File: src/include/remap_cfg.svh
// ##########################################################
// widths and rule table size of the AXI address remapper
// included by the package and by modules sized by the table
// ##########################################################
`ifndef REMAP_CFG_SVH
`define REMAP_CFG_SVH

`define REMAP_SLV_ADDR_W 32 // slave port address
`define REMAP_MST_ADDR_W 40 // master port address, wider than the slave side

`define REMAP_ID_W       4
`define REMAP_DATA_W     32

// rule entries checked in parallel, index 0 has highest priority
`define REMAP_NUM_RULES  4

`endif
File: src/remap_pkg.sv
// ##########################################################
// AXI channel, request/response and remap rule types
// ##########################################################
`include "remap_cfg.svh"

package remap_pkg;

  typedef logic [`REMAP_SLV_ADDR_W-1:0] slv_addr_t;
  typedef logic [`REMAP_MST_ADDR_W-1:0] mst_addr_t;
  typedef logic [`REMAP_ID_W-1:0]       id_t;
  typedef logic [`REMAP_DATA_W-1:0]     data_t;
  typedef logic [`REMAP_DATA_W/8-1:0]   strb_t;
  typedef logic [7:0]                   len_t;

  typedef enum logic [1:0] {
    RESP_OKAY   = 2'b00,
    RESP_EXOKAY = 2'b01,
    RESP_SLVERR = 2'b10,
    RESP_DECERR = 2'b11
  } axi_resp_e;

  typedef enum logic [1:0] {
    REMAP_OFFSET,   // relocate into target window
    REMAP_IDENTITY, // keep address, zero-extended
    REMAP_DENY      // answer with DECERR
  } remap_op_e;

  typedef enum logic [1:0] {
    STEER_IDLE,
    STEER_FWD,
    STEER_ERR_DATA,
    STEER_ERR_RESP
  } steer_state_e;

  // address channels, same layout for AW and AR
  typedef struct packed {
    id_t        id;
    slv_addr_t  addr;
    len_t       len;
    logic [2:0] size;
    logic [1:0] burst;
  } slv_aw_chan_t;

  typedef struct packed {
    id_t        id;
    mst_addr_t  addr;
    len_t       len;
    logic [2:0] size;
    logic [1:0] burst;
  } mst_aw_chan_t;

  typedef struct packed {
    id_t        id;
    slv_addr_t  addr;
    len_t       len;
    logic [2:0] size;
    logic [1:0] burst;
  } slv_ar_chan_t;

  typedef struct packed {
    id_t        id;
    mst_addr_t  addr;
    len_t       len;
    logic [2:0] size;
    logic [1:0] burst;
  } mst_ar_chan_t;

  typedef struct packed {
    data_t data;
    strb_t strb;
    logic  last;
  } w_chan_t;

  typedef struct packed {
    id_t       id;
    axi_resp_e resp;
  } b_chan_t;

  typedef struct packed {
    id_t       id;
    data_t     data;
    axi_resp_e resp;
    logic      last;
  } r_chan_t;

  typedef struct packed {
    slv_aw_chan_t aw;
    logic         aw_valid;
    w_chan_t      w;
    logic         w_valid;
    logic         b_ready;
    slv_ar_chan_t ar;
    logic         ar_valid;
    logic         r_ready;
  } slv_req_t;

  typedef struct packed {
    mst_aw_chan_t aw;
    logic         aw_valid;
    w_chan_t      w;
    logic         w_valid;
    logic         b_ready;
    mst_ar_chan_t ar;
    logic         ar_valid;
    logic         r_ready;
  } mst_req_t;

  // one response type serves both ports
  typedef struct packed {
    logic    aw_ready;
    logic    w_ready;
    b_chan_t b;
    logic    b_valid;
    logic    ar_ready;
    r_chan_t r;
    logic    r_valid;
  } resp_t;

  typedef struct packed {
    remap_op_e op;
    slv_addr_t start_addr;  // inclusive
    slv_addr_t end_addr;    // exclusive
    mst_addr_t target_addr;
  } remap_rule_t;

  typedef struct packed {
    logic      hit;
    remap_op_e op;
    slv_addr_t start_addr;
    mst_addr_t target_addr;
  } remap_match_t;

  typedef struct packed {
    mst_addr_t addr;
    logic      err;  // deny or miss
  } remap_xlate_t;

endpackage

File: src/axi_addr_remap.sv
// ##########################################################
// AXI4 address remapper top, one slave port to one master
// port, rules_i is a static table with first match priority
// ##########################################################
`timescale 1ns/1ps
`include "remap_cfg.svh"

module axi_addr_remap (
  input  logic                   clk_i,
  input  logic                   reset_i,
  input  remap_pkg::remap_rule_t rules_i [`REMAP_NUM_RULES],
  input  remap_pkg::slv_req_t    slv_req_i,
  output remap_pkg::resp_t       slv_resp_o,
  output remap_pkg::mst_req_t    mst_req_o,
  input  remap_pkg::resp_t       mst_resp_i
);

  remap_pkg::slv_addr_t    aw_addr, ar_addr;
  remap_pkg::remap_match_t aw_match, ar_match;
  remap_pkg::remap_xlate_t aw_xlate, ar_xlate;

  remap_pkg::slv_req_t     conn_req;  // slave request after steering
  remap_pkg::resp_t        conn_resp; // master response seen by the steers

  // write steer outputs
  logic               wr_aw_valid, wr_w_valid, wr_b_ready;
  logic               wr_aw_ready, wr_w_ready, wr_b_valid;
  remap_pkg::b_chan_t wr_b;

  // read steer outputs
  logic               rd_ar_valid, rd_r_ready;
  logic               rd_ar_ready, rd_r_valid;
  remap_pkg::r_chan_t rd_r;

  remap_rule_decode i_aw_decode (
    .addr_i  ( aw_addr  ),
    .rules_i ( rules_i  ),
    .match_o ( aw_match )
  );

  remap_rule_decode i_ar_decode (
    .addr_i  ( ar_addr  ),
    .rules_i ( rules_i  ),
    .match_o ( ar_match )
  );

  remap_addr_xlate i_aw_xlate (
    .addr_i  ( aw_addr  ),
    .match_i ( aw_match ),
    .xlate_o ( aw_xlate )
  );

  remap_addr_xlate i_ar_xlate (
    .addr_i  ( ar_addr  ),
    .match_i ( ar_match ),
    .xlate_o ( ar_xlate )
  );

  // payload from the slave port, handshakes from the steers
  always_comb begin
    conn_req          = slv_req_i;
    conn_req.aw_valid = wr_aw_valid;
    conn_req.w_valid  = wr_w_valid;
    conn_req.b_ready  = wr_b_ready;
    conn_req.ar_valid = rd_ar_valid;
    conn_req.r_ready  = rd_r_ready;
  end

  axi_modify_address i_axi_modify_address (
    .slv_req_i     ( conn_req       ),
    .slv_resp_o    ( conn_resp      ),
    .slv_aw_addr_o ( aw_addr        ),
    .slv_ar_addr_o ( ar_addr        ),
    .mst_req_o     ( mst_req_o      ),
    .mst_resp_i    ( mst_resp_i     ),
    .mst_aw_addr_i ( aw_xlate.addr  ),
    .mst_ar_addr_i ( ar_xlate.addr  )
  );

  remap_write_steer i_write_steer (
    .clk_i      ( clk_i              ),
    .reset_i    ( reset_i            ),
    .aw_valid_i ( slv_req_i.aw_valid ),
    .aw_err_i   ( aw_xlate.err       ),
    .aw_id_i    ( slv_req_i.aw.id    ),
    .w_valid_i  ( slv_req_i.w_valid  ),
    .w_last_i   ( slv_req_i.w.last   ),
    .b_ready_i  ( slv_req_i.b_ready  ),
    .aw_ready_o ( wr_aw_ready        ),
    .w_ready_o  ( wr_w_ready         ),
    .b_o        ( wr_b               ),
    .b_valid_o  ( wr_b_valid         ),
    .aw_valid_o ( wr_aw_valid        ),
    .w_valid_o  ( wr_w_valid         ),
    .b_ready_o  ( wr_b_ready         ),
    .aw_ready_i ( conn_resp.aw_ready ),
    .w_ready_i  ( conn_resp.w_ready  ),
    .b_i        ( conn_resp.b        ),
    .b_valid_i  ( conn_resp.b_valid  )
  );

  remap_read_steer i_read_steer (
    .clk_i      ( clk_i              ),
    .reset_i    ( reset_i            ),
    .ar_valid_i ( slv_req_i.ar_valid ),
    .ar_err_i   ( ar_xlate.err       ),
    .ar_id_i    ( slv_req_i.ar.id    ),
    .ar_len_i   ( slv_req_i.ar.len   ),
    .r_ready_i  ( slv_req_i.r_ready  ),
    .ar_ready_o ( rd_ar_ready        ),
    .r_o        ( rd_r               ),
    .r_valid_o  ( rd_r_valid         ),
    .ar_valid_o ( rd_ar_valid        ),
    .r_ready_o  ( rd_r_ready         ),
    .ar_ready_i ( conn_resp.ar_ready ),
    .r_i        ( conn_resp.r        ),
    .r_valid_i  ( conn_resp.r_valid  )
  );

  assign slv_resp_o = '{
    aw_ready: wr_aw_ready,
    w_ready:  wr_w_ready,
    b:        wr_b,
    b_valid:  wr_b_valid,
    ar_ready: rd_ar_ready,
    r:        rd_r,
    r_valid:  rd_r_valid
  };

endmodule

File: src/remap_read_steer.sv
// ##########################################################
// read direction FSM, forwards a legal read to the master
// or produces len+1 DECERR beats for a rejected one
// ##########################################################
`timescale 1ns/1ps

module remap_read_steer (
  input  logic                clk_i,
  input  logic                reset_i,
  // slave side
  input  logic                ar_valid_i,
  input  logic                ar_err_i,
  input  remap_pkg::id_t      ar_id_i,
  input  remap_pkg::len_t     ar_len_i,
  input  logic                r_ready_i,
  output logic                ar_ready_o,
  output remap_pkg::r_chan_t  r_o,
  output logic                r_valid_o,
  // master side
  output logic                ar_valid_o,
  output logic                r_ready_o,
  input  logic                ar_ready_i,
  input  remap_pkg::r_chan_t  r_i,
  input  logic                r_valid_i
);

  remap_pkg::steer_state_e state_q, state_d;
  remap_pkg::len_t         beat_cnt_q, beat_cnt_d;
  remap_pkg::id_t          err_id_q;
  remap_pkg::len_t         err_len_q;
  logic                    err_last;

  assign err_last = (beat_cnt_q == err_len_q);

  always_comb begin
    state_d    = state_q;
    beat_cnt_d = beat_cnt_q;
    ar_ready_o = 1'b0;
    ar_valid_o = 1'b0;
    r_o        = '0;
    r_valid_o  = 1'b0;
    r_ready_o  = 1'b0;
    case (state_q)
      remap_pkg::STEER_IDLE: begin
        if (ar_err_i) begin
          ar_ready_o = ar_valid_i;
          if (ar_valid_i) begin
            beat_cnt_d = '0;
            state_d    = remap_pkg::STEER_ERR_RESP;
          end
        end else begin
          ar_valid_o = ar_valid_i;
          ar_ready_o = ar_valid_i & ar_ready_i;
          if (ar_valid_i && ar_ready_i) begin
            state_d = remap_pkg::STEER_FWD;
          end
        end
      end
      remap_pkg::STEER_FWD: begin
        r_o       = r_i;
        r_valid_o = r_valid_i;
        r_ready_o = r_ready_i;
        if (r_valid_i && r_ready_i && r_i.last) begin
          state_d = remap_pkg::STEER_IDLE;
        end
      end
      remap_pkg::STEER_ERR_RESP: begin
        r_valid_o = 1'b1;
        r_o.id    = err_id_q;
        r_o.resp  = remap_pkg::RESP_DECERR; // data stays zero
        r_o.last  = err_last;
        if (r_ready_i) begin
          if (err_last) begin
            state_d = remap_pkg::STEER_IDLE;
          end else begin
            beat_cnt_d = beat_cnt_q + 8'd1;
          end
        end
      end
      default: state_d = remap_pkg::STEER_IDLE;
    endcase
  end

  always_ff @(posedge clk_i) begin
    if (reset_i) begin
      state_q    <= remap_pkg::STEER_IDLE;
      beat_cnt_q <= '0;
    end else begin
      state_q    <= state_d;
      beat_cnt_q <= beat_cnt_d;
    end
  end

  // id and burst length of the rejected read
  always_ff @(posedge clk_i) begin
    if (state_q == remap_pkg::STEER_IDLE && ar_valid_i && ar_err_i) begin
      err_id_q  <= ar_id_i;
      err_len_q <= ar_len_i;
    end
  end

endmodule

File: src/remap_write_steer.sv
// ##########################################################
// write direction FSM, forwards a legal write to the master
// or swallows a rejected one and answers it with DECERR
// ##########################################################
`timescale 1ns/1ps

module remap_write_steer (
  input  logic                clk_i,
  input  logic                reset_i,
  // slave side
  input  logic                aw_valid_i,
  input  logic                aw_err_i,
  input  remap_pkg::id_t      aw_id_i,
  input  logic                w_valid_i,
  input  logic                w_last_i,
  input  logic                b_ready_i,
  output logic                aw_ready_o,
  output logic                w_ready_o,
  output remap_pkg::b_chan_t  b_o,
  output logic                b_valid_o,
  // master side
  output logic                aw_valid_o,
  output logic                w_valid_o,
  output logic                b_ready_o,
  input  logic                aw_ready_i,
  input  logic                w_ready_i,
  input  remap_pkg::b_chan_t  b_i,
  input  logic                b_valid_i
);

  remap_pkg::steer_state_e state_q, state_d;
  remap_pkg::id_t          err_id_q; // id of the rejected write

  always_comb begin
    state_d    = state_q;
    aw_ready_o = 1'b0;
    aw_valid_o = 1'b0;
    w_ready_o  = 1'b0;
    w_valid_o  = 1'b0;
    b_o        = '0;
    b_valid_o  = 1'b0;
    b_ready_o  = 1'b0;
    case (state_q)
      remap_pkg::STEER_IDLE: begin
        if (aw_err_i) begin
          aw_ready_o = aw_valid_i; // accept at once, master never sees it
          if (aw_valid_i) begin
            state_d = remap_pkg::STEER_ERR_DATA;
          end
        end else begin
          aw_valid_o = aw_valid_i;
          aw_ready_o = aw_valid_i & aw_ready_i;
          if (aw_valid_i && aw_ready_i) begin
            state_d = remap_pkg::STEER_FWD;
          end
        end
      end
      remap_pkg::STEER_FWD: begin
        w_valid_o = w_valid_i;
        w_ready_o = w_ready_i;
        b_o       = b_i;
        b_valid_o = b_valid_i;
        b_ready_o = b_ready_i;
        if (b_valid_i && b_ready_i) begin
          state_d = remap_pkg::STEER_IDLE;
        end
      end
      remap_pkg::STEER_ERR_DATA: begin
        w_ready_o = 1'b1; // data is dropped
        if (w_valid_i && w_last_i) begin
          state_d = remap_pkg::STEER_ERR_RESP;
        end
      end
      remap_pkg::STEER_ERR_RESP: begin
        b_valid_o = 1'b1;
        b_o.id    = err_id_q;
        b_o.resp  = remap_pkg::RESP_DECERR;
        if (b_ready_i) begin
          state_d = remap_pkg::STEER_IDLE;
        end
      end
      default: state_d = remap_pkg::STEER_IDLE;
    endcase
  end

  always_ff @(posedge clk_i) begin
    if (reset_i) begin
      state_q <= remap_pkg::STEER_IDLE;
    end else begin
      state_q <= state_d;
    end
  end

  always_ff @(posedge clk_i) begin
    if (state_q == remap_pkg::STEER_IDLE && aw_valid_i && aw_err_i) begin
      err_id_q <= aw_id_i;
    end
  end

endmodule

File: src/axi_modify_address.sv
// ##########################################################
// AXI connector that swaps in new AW/AR addresses
// everything else passes straight through in both directions
// ##########################################################
`timescale 1ns/1ps

module axi_modify_address (
  // slave port
  input  remap_pkg::slv_req_t  slv_req_i,
  output remap_pkg::resp_t     slv_resp_o,
  output remap_pkg::slv_addr_t slv_aw_addr_o,
  output remap_pkg::slv_addr_t slv_ar_addr_o,
  // master port
  output remap_pkg::mst_req_t  mst_req_o,
  input  remap_pkg::resp_t     mst_resp_i,
  input  remap_pkg::mst_addr_t mst_aw_addr_i,
  input  remap_pkg::mst_addr_t mst_ar_addr_i
);

  // original addresses go out for translation
  assign slv_aw_addr_o = slv_req_i.aw.addr;
  assign slv_ar_addr_o = slv_req_i.ar.addr;

  assign mst_req_o = '{
    aw: '{
      id:    slv_req_i.aw.id,
      addr:  mst_aw_addr_i,   // translated
      len:   slv_req_i.aw.len,
      size:  slv_req_i.aw.size,
      burst: slv_req_i.aw.burst
    },
    aw_valid: slv_req_i.aw_valid,
    w:        slv_req_i.w,
    w_valid:  slv_req_i.w_valid,
    b_ready:  slv_req_i.b_ready,
    ar: '{
      id:    slv_req_i.ar.id,
      addr:  mst_ar_addr_i,   // translated
      len:   slv_req_i.ar.len,
      size:  slv_req_i.ar.size,
      burst: slv_req_i.ar.burst
    },
    ar_valid: slv_req_i.ar_valid,
    r_ready:  slv_req_i.r_ready
  };

  // responses carry no address
  assign slv_resp_o = mst_resp_i;

endmodule

File: src/remap_addr_xlate.sv
// ##########################################################
// applies a matched rule: offset, identity or error flag
// ##########################################################
`timescale 1ns/1ps

module remap_addr_xlate (
  input  remap_pkg::slv_addr_t    addr_i,
  input  remap_pkg::remap_match_t match_i,
  output remap_pkg::remap_xlate_t xlate_o
);

  remap_pkg::slv_addr_t win_offset; // distance into the matched window

  // never negative on a hit, since start_addr <= addr_i
  assign win_offset = addr_i - match_i.start_addr;

  always_comb begin
    xlate_o = '0;
    if (match_i.hit) begin
      case (match_i.op)
        remap_pkg::REMAP_OFFSET: begin
          xlate_o.addr = match_i.target_addr + remap_pkg::mst_addr_t'(win_offset);
        end
        remap_pkg::REMAP_IDENTITY: begin
          xlate_o.addr = remap_pkg::mst_addr_t'(addr_i); // zero-extend
        end
        default: begin
          xlate_o.err = 1'b1; // deny rule, address stays zero
        end
      endcase
    end else begin
      xlate_o.err = 1'b1;   // no rule covers the address
    end
  end

endmodule

File: src/remap_rule_decode.sv
// ##########################################################
// first-match lookup of an address in the remap rule table
// ##########################################################
`timescale 1ns/1ps
`include "remap_cfg.svh"

module remap_rule_decode (
  input  remap_pkg::slv_addr_t    addr_i,
  input  remap_pkg::remap_rule_t  rules_i [`REMAP_NUM_RULES],
  output remap_pkg::remap_match_t match_o
);

  logic [`REMAP_NUM_RULES-1:0] rule_hit;

  // window compare for all rules at once
  always_comb begin
    for (int i = 0; i < `REMAP_NUM_RULES; i++) begin
      rule_hit[i] = (addr_i >= rules_i[i].start_addr) &&
                    (addr_i <  rules_i[i].end_addr);
    end
  end

  // walk from the top so that the lowest index is written last
  always_comb begin
    match_o = '0;
    for (int i = `REMAP_NUM_RULES - 1; i >= 0; i--) begin
      if (rule_hit[i]) begin
        match_o.hit         = 1'b1;
        match_o.op          = rules_i[i].op;
        match_o.start_addr  = rules_i[i].start_addr;
        match_o.target_addr = rules_i[i].target_addr;
      end
    end
  end

endmodule

File: config.mk
export PLATFORM = sky130hd
export DESIGN_NAME = axi_addr_remap
export DESIGN_NICKNAME = d
export VERILOG_FILES = /design/src/remap_pkg.sv /design/src/axi_addr_remap.sv /design/src/remap_read_steer.sv /design/src/remap_write_steer.sv /design/src/axi_modify_address.sv /design/src/remap_addr_xlate.sv /design/src/remap_rule_decode.sv
export VERILOG_INCLUDE_DIRS = /design/src /design/src/include
export SDC_FILE = /design/constraint.sdc
export NUM_CORES = 2
export LEC_CHECK = 0
export BUFFER_PORTS_ARGS = -buffer_cell sky130_fd_sc_hd__buf_4
export CAP_MARGIN = 5
export CORE_AREA = 2 2 315 317
export DETAILED_ROUTE_END_ITERATION = 10
export DIE_AREA = 0 0 317 319
export HOLD_SLACK_MARGIN = 0.1
export PLACE_DENSITY = 0.57
export SYNTH_ARGS = -nofsm -noshare
export SYNTH_HDL_FRONTEND = slang
export SYNTH_SLANG_ARGS = --single-unit
File: constraint.sdc
create_clock -name clk_i -period 16.6 [get_ports clk_i]
set_clock_uncertainty 0.1 [all_clocks]
set_input_delay 3.32 -clock clk_i [delete_from_list [all_inputs] [get_ports clk_i]]
set_output_delay 3.32 -clock clk_i [all_outputs]
set_load 0.02 [all_outputs]
==> impl_metrics.env <==
export IMPL_clock_tree_buffer_depth=2
export IMPL_rows=115
export IMPL_viasPerCell=5.57
export IMPL_postSynthRegisterBits=28
export IMPL_yosys_cell_types_count=92
export IMPL_cts_root_buf="sky130_fd_sc_hd__clkbuf_16"
export IMPL_mappedNetlistArea_um2=25400
export IMPL_setup_tns_final_ps=0
export IMPL_cts_buffers=3
export IMPL_synth_fp_nets=4817
export IMPL_met3_length_mm=12.2
export IMPL_rsz_0062_raised_after_global_routing="false"
export IMPL_worst_skew_late_latency_ps=270
export IMPL_die_width_um=317
export IMPL_timing_final_hold_violations=0
export IMPL_most_common_library_cell_in_the_layout_ignoring_fill_and_taps="sky130_fd_sc_hd__buf_4"
export IMPL_core_area_um2=97700
export IMPL_post_route_worst_setup_slack_ps=653
export IMPL_postSynth_asyncResetShare_pct=0
export IMPL_post_route_drc_count=0
export IMPL_critical_path_data_arrival_time_ps=12530
export IMPL_clkTransAtPathRegs_ps=80
export IMPL_hold_path_class="register to register"
export IMPL_wire_per_inst_um=25.7
export IMPL_finalWeightedCongestion=0.950
export IMPL_vias=30100
export IMPL_postPlaceCellArea_um2=31700
export IMPL_synth_seq_area_share_pct=2.84
export IMPL_p_leak_nw=15.6
export IMPL_total_congestion_overflow=0
export IMPL_cts_htree_levels=1
export IMPL_max_cap_viol_count=0
export IMPL_detail_route_wirelength_met1_mm=57.4
export IMPL_grt_pass1_vias=28600
export IMPL_fmaxAchievable_ghz=0.0627
export IMPL_ys_flop_type="sky130_fd_sc_hd__edfxtp_1"
export IMPL_post_synth_inst_count=3562
export IMPL_finalNetCount=5368
export IMPL_drt_pre_antenna_iters=6
export IMPL_timing_critical_path_required_ps=13180
export IMPL_finalMaxSlewViolations=0
export IMPL_number_of_antenna_violations_at_the_first_check_in_global_routing=30
export IMPL_floorplan_die_area_um2=101000
export IMPL_met2WireLength_mm=64.8
export IMPL_finish_instance_area_um2=31900
export IMPL_route_top_layer_used="met5"
export IMPL_slew_headroom_pct=28.1
export IMPL_timing_worst_slew_pin_value_ps=1070
export IMPL_outcome="complete, no violations"
export IMPL_powerDensity_nw_per_um2=94.6
export IMPL_post_cts_hold_buffer_count=0
export IMPL_wire_length_of_the_first_global_routing_pass_mm=195
export IMPL_layout_area_overhead_vs_synth_pct=25.7
export IMPL_critPathMaxFanout=11
export IMPL_first_iter_violations=2716
export IMPL_commonest_cells_after_routing_fill_and_taps_aside="sky130_fd_sc_hd__buf_4 (755), sky130_fd_sc_hd__ha_1 (635), sky130_fd_sc_hd__a21oi_1 (353)"
export IMPL_pre_cts_ws_ps=287
export IMPL_ys_warn_count=0
export IMPL_count_of_flip_flops_with_a_built_in_enable_after_synthesis=16
export IMPL_buffer_ports_inserted=713
export IMPL_start_util_pct=26.0
export IMPL_timing_critical_path_from="slv_req_i[45]"
export IMPL_worst_setup_path_end_kind="primary output"
export IMPL_r2r_start="i_read_steer.state_q[1]"
export IMPL_wire_length_after_detailed_routing_mm=139
export IMPL_cpMaxStageDelayCell="sky130_fd_sc_hd__nor4_2"
export IMPL_min_from="i_read_steer.beat_cnt_q[1]"
export IMPL_cts_tree="built"
export IMPL_syn_mean_instance_area_um2=7.12
export IMPL_timing_critical_path_from_type="input pin"
export IMPL_dpl_hpwl_mm=120
export IMPL_final_antenna_net_count=0
export IMPL_period_share_pct=96.1
export IMPL_post_route_min_period_ps=15950
export IMPL_slowest_delay_ps=610
export IMPL_globalRouteTotalUtil_pct=26.1
export IMPL_vdd_ir_drop_worst_mv=0.0610
export IMPL_timing_setup_critical_path_class="input pin to primary output"
export IMPL_cts_sink_count=28
export IMPL_die_h_um=319
export IMPL_largest_net_degree_at_the_start_of_global_routing=105
export IMPL_design_portCount=822
export IMPL_share_of_post_route_cells_with_drive_strength_above_1_pct=20.1
export IMPL_number_of_setup_violations_in_the_final_report=0
==> routing by layer <==
layer,global-route usage (%),up-vias
met2,43.7,1330
li1,-,14400
met5,0,-
met3,6.07,223
met4,7.66,34
met1,33.0,14100
==> power breakdown <==
group | switching, mW | leakage, nW | internal (mW)
combinational | 1.75 | 15.3 | 1.10
sequential | 0.00677 | 0.247 | 0.0826
clock | 0.0266 | 0.0512 | 0.0482
==> area by class of cell <==
class	instances	area [µm²]
antenna	16	40.0
clock buffer	3	75.1
clock inverter	1	30.0
fill	10600	65800
inverter	304	1140
multi-input combinational	3016	22500
sequential	28	721
tap	1287	1610
timing repair buffer	760	5760
==> logic make-up (layout without fill, tap and decap cells) <==
group	count (synthesis)	in the layout	share of synthesized area [%]
other	0	16	0
flip-flops	28	28	2.84
AO/OA/AOI/OAI	1237	1237	32.4
XOR/XNOR	130	130	4.49
buffers and inverters	518	1068	8.97
multiplexers	22	22	0.913
AND/OR/NAND/NOR	988	988	18.8
adder cells (fa/ha/maj)	639	639	31.6
==> path summary, 6_finish.rpt <==
check                                             endpoint  slack (ps)  cells after the start
worst max-delay path                         mst_req_o[54]         650                     37
worst min-delay path            i_read_steer.beat_cnt_q[1]         460                      2
worst max register to register  i_read_steer.beat_cnt_q[7]       14530                      6
worst min register to register  i_read_steer.beat_cnt_q[1]         460                      2
==> critical path, delay by kind of cell <==
family                     cells  cell delay (ps)
AOI/OAI and AO/OA             19             5310
xor gates and xnor gates       1              150
adders and majority gates      4             1270
buffers and inverters          5              730
and+or+nand+nor                8             1710
==> through the flow <==
stage / util, % / hold WS (ps) / instances / power (mW)
after floorplan: - / 378 / 3562 / 1.90
after global placement: 32.4 / 434 / 5393 / 2.88
after detailed placement: 32.4 / 445 / 5393 / 2.88
after CTS: 32.5 / 458 / 5397 / 2.98
after global routing: 32.6 / 484 / 5409 / 3.27
final: 32.6 / 459 / 5415 / 3.02
==> cell usage after synthesis, types with 13 or more instances <==
cell                          n  area [µm²]
sky130_fd_sc_hd__ha_1       635        7950
sky130_fd_sc_hd__clkbuf_1   101         379
sky130_fd_sc_hd__o21ai_0    204        1020
sky130_fd_sc_hd__and4_1      14         123
sky130_fd_sc_hd__o21bai_1    15         113
sky130_fd_sc_hd__buf_1       16        60.1
sky130_fd_sc_hd__a21oi_1    357        1790
sky130_fd_sc_hd__a21o_1     122         916
sky130_fd_sc_hd__o211ai_1    57         428
sky130_fd_sc_hd__a221oi_1    74         648
sky130_fd_sc_hd__edfxtp_1    16         480
sky130_fd_sc_hd__a211o_1     16         140
sky130_fd_sc_hd__nand2b_1    28         175
sky130_fd_sc_hd__xnor2_1     92         806
sky130_fd_sc_hd__nand3_1    112         561
sky130_fd_sc_hd__nor2b_1     25         156
sky130_fd_sc_hd__a2111oi_0   13         114
sky130_fd_sc_hd__nor3b_1     18         135
sky130_fd_sc_hd__mux2i_1     16         160
sky130_fd_sc_hd__a31oi_1     34         213
sky130_fd_sc_hd__nor2_1     239         897
sky130_fd_sc_hd__inv_1      304        1140
sky130_fd_sc_hd__and3_1      18         113
sky130_fd_sc_hd__buf_4       81         608
sky130_fd_sc_hd__nor3_1      77         385
sky130_fd_sc_hd__and2_1      49         307
sky130_fd_sc_hd__nand4_1     67         419
sky130_fd_sc_hd__o31ai_1     44         330
sky130_fd_sc_hd__buf_2       15        75.1
sky130_fd_sc_hd__a211oi_1   138        1040
sky130_fd_sc_hd__o21a_1      35         263
sky130_fd_sc_hd__nand2_1    281        1050
sky130_fd_sc_hd__xor2_1      38         333
==> registers in the layout (all words and copies together) (netlist names) <==
signal / cells
i_read_steer.beat_cnt_q: 8
i_read_steer.err_len_q: 8
i_read_steer.err_id_q: 4
i_write_steer.err_id_q: 4
i_read_steer.state_q: 2
i_write_steer.state_q: 2
==> timing repair <==
action,4_1_cts,5_1_grt
resized for setup,0,10
setup buffers,0,1
endpoints found under the setup margin,0,21
No activity file was read; power rests on OpenSTA's default activity.
